**config.mk**
```make
export PLATFORM = sky130hd
export DESIGN_NAME = motorPwmTop
export DESIGN_NICKNAME = d
export VERILOG_FILES = /design/src/design/motorPwmPkg.sv /design/src/design/motorPwmCtrl.sv /design/src/design/motorPwmTop.sv /design/src/design/periodCounter.sv /design/src/design/pwmOutput.sv /design/src/design/rampTimer.sv
export SDC_FILE = /design/constraint.sdc
export NUM_CORES = 1
export LEC_CHECK = 0
export ABC_CLOCK_PERIOD_IN_PS = 10600
export BUFFER_PORTS_ARGS = -buffer_cell sky130_fd_sc_hd__buf_2
export CAP_MARGIN = 40
export CORE_ASPECT_RATIO = 1.25
export CORE_MARGIN = 2
export CORE_UTILIZATION = 28
export DETAILED_ROUTE_END_ITERATION = 8
export PLACE_DENSITY = 0.44
export SETUP_SLACK_MARGIN = 0.3
export SYNTH_ARGS = -nofsm -noshare
export SYNTH_HDL_FRONTEND = slang
export SYNTH_HIERARCHICAL = 1
export SYNTH_SLANG_ARGS = --single-unit
```
**constraint.sdc**
```tcl
create_clock -name clk -period 10.6 [get_ports clk]
set_clock_uncertainty 0.2 [all_clocks]
set_input_delay 2.12 -clock clk [delete_from_list [all_inputs] [get_ports clk]]
set_output_delay 2.12 -clock clk [all_outputs]
set_load 0.02 [all_outputs]
```
**src/design/motorPwmPkg.sv**
```systemverilog
package motorPwmPkg;

    // ----------------------------------------
    // widths
    // ----------------------------------------
    localparam int CNT_W   = 8;                     // frame count and duty thresholds
    localparam int LEVEL_W = 2;                     // overdrive level
    localparam int MODE_W  = 2;                     // requested drive mode

    // ----------------------------------------
    // frame and duty constants
    // ----------------------------------------
    // scaled down for simulation, the hardware frame is 12500 cycles
    localparam int PWM_PERIOD  = 125;               // cycles per pwm frame
    localparam int DUTY_FORTY  = 50;                // high cycles at 40 %
    localparam int DUTY_EIGHTY = 100;               // high cycles at 80 %
    localparam int DUTY_STEP   = 6;                 // roughly 5 % of the frame per level

    // ----------------------------------------
    // ramp timing
    // ----------------------------------------
    localparam int STEP_PERIODS = 4;                // frames between level increments
    localparam int TALLY_W      = $clog2(STEP_PERIODS);
    localparam int LEVEL_MAX    = 3;                // level saturates here

    // ----------------------------------------
    // mode codes
    // ----------------------------------------
    localparam logic [MODE_W-1:0] MODE_STATIC_FORTY = 2'd0;
    localparam logic [MODE_W-1:0] MODE_RAMP_FORTY   = 2'd1;  // steps down while held
    localparam logic [MODE_W-1:0] MODE_RAMP_EIGHTY  = 2'd2;  // steps up while held
    localparam logic [MODE_W-1:0] MODE_FULL         = 2'd3;

endpackage

```
**src/design/motorPwmCtrl.sv**
```systemverilog
`timescale 1ns/100ps

module motorPwmCtrl import motorPwmPkg::*; (
    input  logic              clk,
    input  logic              rstN,
    input  logic [MODE_W-1:0] dutyMode,
    output logic [CNT_W-1:0]  baseDuty,
    output logic              rampActive,
    output logic              rampUp,
    output logic              fullOn,
    output logic              rampRestart
);

    logic [MODE_W-1:0] modeReg;                     // mode currently in force

    function automatic logic isRampMode(input logic [MODE_W-1:0] mode);
        return (mode == MODE_RAMP_FORTY) || (mode == MODE_RAMP_EIGHTY);
    endfunction

    // ----------------------------------------
    // mode register and ramp restart
    // ----------------------------------------
    always_ff @(posedge clk) begin
        if (!rstN) begin
            modeReg     <= MODE_STATIC_FORTY;
            rampRestart <= 1'b0;
        end else begin
            modeReg     <= dutyMode;
            // entering a ramp from any other mode, even the other ramp, starts over
            rampRestart <= isRampMode(dutyMode) && (dutyMode != modeReg);
        end
    end

    // ----------------------------------------
    // decode
    // ----------------------------------------
    always_comb begin
        baseDuty   = CNT_W'(DUTY_FORTY);
        rampActive = 1'b0;
        rampUp     = 1'b0;
        fullOn     = 1'b0;
        case (modeReg)
            MODE_STATIC_FORTY: begin
                baseDuty = CNT_W'(DUTY_FORTY);
            end
            MODE_RAMP_FORTY: begin
                baseDuty   = CNT_W'(DUTY_FORTY);
                rampActive = 1'b1;                  // overdrive takes duty down
            end
            MODE_RAMP_EIGHTY: begin
                baseDuty   = CNT_W'(DUTY_EIGHTY);
                rampActive = 1'b1;
                rampUp     = 1'b1;                  // overdrive takes duty up
            end
            MODE_FULL: begin
                baseDuty = CNT_W'(PWM_PERIOD);
                fullOn   = 1'b1;
            end
            default: begin
                baseDuty = CNT_W'(DUTY_FORTY);
            end
        endcase
    end

endmodule

```
**src/design/motorPwmTop.sv**
```systemverilog
`timescale 1ns/100ps

module motorPwmTop import motorPwmPkg::*; (
    input  logic              clk,
    input  logic              rstN,
    input  logic [MODE_W-1:0] dutyMode,
    output logic              pulseOut,
    output logic              periodSync
);

    // ----------------------------------------
    // internal nets
    // ----------------------------------------
    logic [CNT_W-1:0]   frameCount;
    logic               periodStart;
    logic               periodEnd;
    logic [CNT_W-1:0]   baseDuty;
    logic               rampActive;
    logic               rampUp;
    logic               fullOn;
    logic               rampRestart;
    logic [LEVEL_W-1:0] rampLevel;

    assign periodSync = periodStart;                // sampling strobe for the motor side

    // ----------------------------------------
    // instances
    // ----------------------------------------
    motorPwmCtrl i_ctrl (
        .clk         (clk),
        .rstN        (rstN),
        .dutyMode    (dutyMode),
        .baseDuty    (baseDuty),
        .rampActive  (rampActive),
        .rampUp      (rampUp),
        .fullOn      (fullOn),
        .rampRestart (rampRestart)
    );

    periodCounter i_periodCounter (
        .clk         (clk),
        .rstN        (rstN),
        .frameCount  (frameCount),
        .periodStart (periodStart),
        .periodEnd   (periodEnd)
    );

    rampTimer i_rampTimer (
        .clk         (clk),
        .rstN        (rstN),
        .periodEnd   (periodEnd),
        .rampRestart (rampRestart),
        .rampLevel   (rampLevel)
    );

    pwmOutput i_pwmOutput (
        .clk         (clk),
        .rstN        (rstN),
        .frameCount  (frameCount),
        .periodStart (periodStart),
        .baseDuty    (baseDuty),
        .rampActive  (rampActive),
        .rampUp      (rampUp),
        .fullOn      (fullOn),
        .rampLevel   (rampLevel),
        .pulseOut    (pulseOut)
    );

endmodule

```
**src/design/periodCounter.sv**
```systemverilog
`timescale 1ns/100ps

module periodCounter import motorPwmPkg::*; (
    input  logic             clk,
    input  logic             rstN,
    output logic [CNT_W-1:0] frameCount,
    output logic             periodStart,
    output logic             periodEnd
);

    logic lastCount;                                // frame wraps at the next edge

    assign lastCount = (frameCount == CNT_W'(PWM_PERIOD - 1));

    always_ff @(posedge clk) begin
        if (!rstN) begin
            frameCount <= '0;
        end else if (lastCount) begin
            frameCount <= '0;
        end else begin
            frameCount <= frameCount + 1'b1;
        end
    end

    // strobes are registered one count early so they line up with the frame
    always_ff @(posedge clk) begin
        if (!rstN) begin
            periodStart <= 1'b0;
            periodEnd   <= 1'b0;
        end else begin
            periodStart <= lastCount;               // high while count is 0
            periodEnd   <= (frameCount == CNT_W'(PWM_PERIOD - 2));  // high at the last count
        end
    end

endmodule

```
**src/design/pwmOutput.sv**
```systemverilog
`timescale 1ns/100ps

module pwmOutput import motorPwmPkg::*; (
    input  logic               clk,
    input  logic               rstN,
    input  logic [CNT_W-1:0]   frameCount,
    input  logic               periodStart,
    input  logic [CNT_W-1:0]   baseDuty,
    input  logic               rampActive,
    input  logic               rampUp,
    input  logic               fullOn,
    input  logic [LEVEL_W-1:0] rampLevel,
    output logic               pulseOut
);

    logic [CNT_W-1:0] stepAmount;                   // overdrive offset for the current level
    logic [CNT_W-1:0] nextThreshold;
    logic [CNT_W-1:0] heldThreshold;                // threshold in force for this frame
    logic [CNT_W-1:0] activeThreshold;

    // ----------------------------------------
    // threshold selection
    // ----------------------------------------
    assign stepAmount = CNT_W'(rampLevel) * CNT_W'(DUTY_STEP);

    always_comb begin
        if (fullOn) begin
            nextThreshold = CNT_W'(PWM_PERIOD);     // count never reaches this, so always high
        end else if (rampActive && rampUp) begin
            nextThreshold = baseDuty + stepAmount;
        end else if (rampActive) begin
            nextThreshold = baseDuty - stepAmount;
        end else begin
            nextThreshold = baseDuty;
        end
    end

    // ----------------------------------------
    // latch at frame start
    // ----------------------------------------
    always_ff @(posedge clk) begin
        if (!rstN) begin
            heldThreshold <= '0;                    // first frame after reset stays low
        end else if (periodStart) begin
            heldThreshold <= nextThreshold;
        end
    end

    // on the start cycle the register still holds last frame's value,
    // so count 0 compares against the new threshold directly
    assign activeThreshold = periodStart ? nextThreshold : heldThreshold;

    // ----------------------------------------
    // pulse register
    // ----------------------------------------
    always_ff @(posedge clk) begin
        if (!rstN) begin
            pulseOut <= 1'b0;
        end else begin
            pulseOut <= (frameCount < activeThreshold);  // one cycle behind the frame
        end
    end

endmodule

```
**src/design/rampTimer.sv**
```systemverilog
`timescale 1ns/100ps

module rampTimer import motorPwmPkg::*; (
    input  logic               clk,
    input  logic               rstN,
    input  logic               periodEnd,
    input  logic               rampRestart,
    output logic [LEVEL_W-1:0] rampLevel
);

    logic [TALLY_W-1:0] periodTally;                // frames since the last level step
    logic               tallyFull;
    logic               levelAtMax;

    assign tallyFull  = (periodTally == TALLY_W'(STEP_PERIODS - 1));
    assign levelAtMax = (rampLevel == LEVEL_W'(LEVEL_MAX));

    // ----------------------------------------
    // period tally
    // ----------------------------------------
    always_ff @(posedge clk) begin
        if (!rstN) begin
            periodTally <= '0;
        end else if (rampRestart) begin
            periodTally <= '0;                      // restart wins over a coinciding frame end
        end else if (periodEnd) begin
            if (tallyFull) begin
                periodTally <= '0;
            end else begin
                periodTally <= periodTally + 1'b1;
            end
        end
    end

    // ----------------------------------------
    // overdrive level
    // ----------------------------------------
    always_ff @(posedge clk) begin
        if (!rstN) begin
            rampLevel <= '0;
        end else if (rampRestart) begin
            rampLevel <= '0;
        end else if (periodEnd && tallyFull && !levelAtMax) begin
            // the tally keeps running at the top, only the level holds
            rampLevel <= rampLevel + 1'b1;
        end
    end

endmodule

```
==> impl_metrics.toml <==
[logic_synthesis]
synthXorXnorAreaFrac_pct = 2.27
yosys_register_bits = 26
synthAdderAreaFrac_pct = 17.6
synthArstFlopShare_pct = 0
yosysUniqueCellTypes = 57
synth_compound_area_share_pct = 18.1
synthesis.nets = 251
ys_warn_count = 6
netlist_instances = 221
synthMuxAreaShare_pct = 4.21
synth_top_family_by_area = "simple AND/OR/NAND/NOR gates"
synth_area_per_cell_um2 = 8.74
synthFlopType = "dfxtp_1"
syn_area_mm2 = 0.00193
synth-seq-area-share_pct = 27.0
synth_simple_gate_area_share_pct = 22.4
synth-edff-count = 0

[run_status]
status = "completed"

[worst_setup_path]
r2r_setup_slack_ps = 6600
critPathRequiredTime_ps = 10590
critPathLaunch = "i_ctrl/modeReg[0]$_SDFF_PN0_"
crit_path_end_kind = "flop"
rr_endpoint = "i_pwmOutput/pulseOut$_SDFF_PN0_"
reg2regPathDepth = 17
crit_type = "reg2reg"
arrival_ps = 3980
r2r_start = "i_ctrl/modeReg[0]$_SDFF_PN0_"
crit_fanout = 13
start_kind = "flop"

[clock_tree]
cts_setup_buffers = 0
cts_sinks = 26
cts_max_path_buffers = 2
clk_pin_slew_ps = 90
htree_levels = 1
cts_tree = "done"
numCtsBuffers = 3
cts_resized = 0
hold_buffers = 0
clock_latency_ps = 270
clockRootBuffer = "clkbuf_8"

[place]
dp.cells = 300
place_hpwl_mm = 3.02
gp_congestion = 0.898
numPortBuffers = 5

[grt]
grt_first_pass_wirelength_mm = 6.68
grt_max_degree = 27
antenna_found_initial = 0
grt_pass1_vias = 1424
grt_usage_pct = 10.9
gr-total-overflow = 0

[finish]
final_util_pct = 30.9
mostFrequentLayoutCell = "dfxtp_1"
finalNetCount = 248
final_layout_size_suffix_gt1_share_pct = 8.76
most-common-layout-cells = "dfxtp_1, ha_1, inv_1, nor2_1, nand2_1"
synthToLayoutAreaGrowth_pct = 5.57
fin_cells = 304
fillers = 697
antenna_cells = 0

[power]
power_density_mw_per_mm2 = 96.1
p_sw_share_pct = 25.9
peakVddDrop_mv = 0.0493
p_clk_share_pct = 32.1
switchingPower_w = 0.0000507
intPower_w = 0.000145
combPwrFrac_pct = 14.2
p_leak_nw = 0.796
p_seq_share_pct = 53.7

[min_path]
min_to = "i_rampTimer/periodTally[0]$_SDFFE_PP0P_"
hold_depth = 2
hold_start = "i_rampTimer/periodTally[0]$_SDFFE_PP0P_"
holdCritPathClass = "reg2reg"

[job]
cap_viol_max_count = 0

[drt]
vias = 1464
drc = 0
dr.first_iter.drc_count = 79
ant_nets = 0
wirelength_mm = 3.90
dr.pass1.iters = 4
wl_per_cell_um = 12.8
vias_per_cell = 4.82

[sta]
min_period_ps = 4000
min_period_over_period_pct = 37.7
slew_violations = 0
hold_viol = 0
fin_setup_tns_ps = 0
rsz0062_at_grt = "false"
setup_viol = 0
clock.fmax_ghz = 0.250

[die]
die_area_mm2 = 0.00758
core-area_mm2 = 0.00661
io_pins = 6
dieHeight_um = 96.8
die_w_um = 78.3
start_util_pct = 29.2
core.rowCount = 33
==> state kept, by name, indices dropped and copies added (netlist names) <==
register,flops
i_ctrl/modeReg,2
i_ctrl/rampRestart,1
i_periodCounter/frameCount,8
i_periodCounter/periodEnd,1
i_periodCounter/periodStart,1
i_pwmOutput/heldThreshold,8
i_pwmOutput/pulseOut,1
i_rampTimer/periodTally,2
i_rampTimer/rampLevel,2
==> worst max-delay path by stage <==
stage | cells past startpoint | slack (ps) | endpoint
detailed placement | 17 | 6600 | i_pwmOutput/pulseOut$_SDFF_PN0_
global route | 17 | 6290 | i_pwmOutput/pulseOut$_SDFF_PN0_
global placement | 17 | 6690 | i_pwmOutput/pulseOut$_SDFF_PN0_
finish | 17 | 6600 | i_pwmOutput/pulseOut$_SDFF_PN0_
floorplan | 17 | 7100 | i_pwmOutput/pulseOut$_SDFF_PN0_
CTS | 17 | 6570 | i_pwmOutput/pulseOut$_SDFF_PN0_
==> layout make-up <==
type	count	area [um^2]	area share, %
Timing Repair Buffer	5	25.0	1.23
Sequential cell	26	520	25.5
Multi-Input combinational cell	162	1250	61.5
Clock buffer	4	55.1	2.70
Inverter	20	75.1	3.68
Tap cell	87	109	5.34
==> logic make-up (layout without fill, tap and decap cells) <==
kind of cell               count (synthesis)  count (layout)
AOI/OAI and AO/OA                         48              48
buffers and inverters                     33              29
xor gates and xnor gates                   5               5
adders and majority gates                 26              26
DFF                                       26              26
muxes                                      8               8
and+or+nand+nor                           73              73
other                                      2               2
==> critical path, cell delays in order (launching register included) <==
cell and delay, ps:
dfxtp_1 360, inv_2 60, ha_1 350, or2_2 440, inv_1 100, ha_1 160
inv_1 50, fa_1 370, nand2b_1 150, a221oi_1 320, a22oi_1 140, mux2i_1 200
nor2_1 80, ha_1 300, nand4_1 90, o21ai_0 70, or3_1 300, a211oi_1 180
==> per-stage QoR <==
step | hold WS (ps) | total power, W | area (um^2) | worst slack, ps
5_1_grt | 330 | 0.000208 | 2040 | 6290
3_5_place_dp | 294 | 0.000135 | 1980 | 6600
2_1_floorplan | 259 | 0.000129 | 1930 | 7100
3_3_place_gp | 282 | 0.000136 | 1980 | 6690
6_report | 298 | 0.000196 | 2040 | 6600
4_1_cts | 307 | 0.000201 | 2040 | 6570
==> routing by layer <==
layer	GRT usage [%]	share of wire, %	vias up
met2	18.6	47	10
met5	0	0	-
met3	1.49	1.6	6
met4	4.18	1.9	0
li1	-	-	771
met1	13.7	50	677
==> Yosys cell counts (all sizes together) (2+ instances only) <==
master  count  area (um^2)
inv        20         75.1
and3        2         12.5
nand2      12         45.0
a211o       2         17.5
ha         24          300
nand3       7         40.0
a211oi      3         22.5
and2        4         25.0
conb        2         7.51
o211ai      5         42.5
or2         2         12.5
fa          2         40.0
nand3b      5         37.5
nor2b       4         25.0
clkbuf      5         22.5
o22ai       2         12.5
o21bai      4         30.0
or2b        2         15.0
nand4b      5         43.8
a21oi      10         53.8
o21ai       7         35.0
dfxtp      26          521
or3b        3         26.3
nand2b      4         25.0
o22a        2         17.5
or3         2         12.5
buf         8         58.8
xnor2       5         43.8
nor2       15         56.3
mux2i       7         70.1
==> power by group through the flow <==
stage / Sequential (W) / Clock [W] / Combinational [W]
floorplan: 0.000106 / 0 / 0.0000239
global route: 0.000106 / 0.0000712 / 0.0000315
finish: 0.000105 / 0.0000629 / 0.0000278
global placement: 0.000107 / 0 / 0.0000281
CTS: 0.000105 / 0.0000674 / 0.0000282
detailed placement: 0.000107 / 0 / 0.0000279
Note: power is estimated with default switching activity, not from simulation.
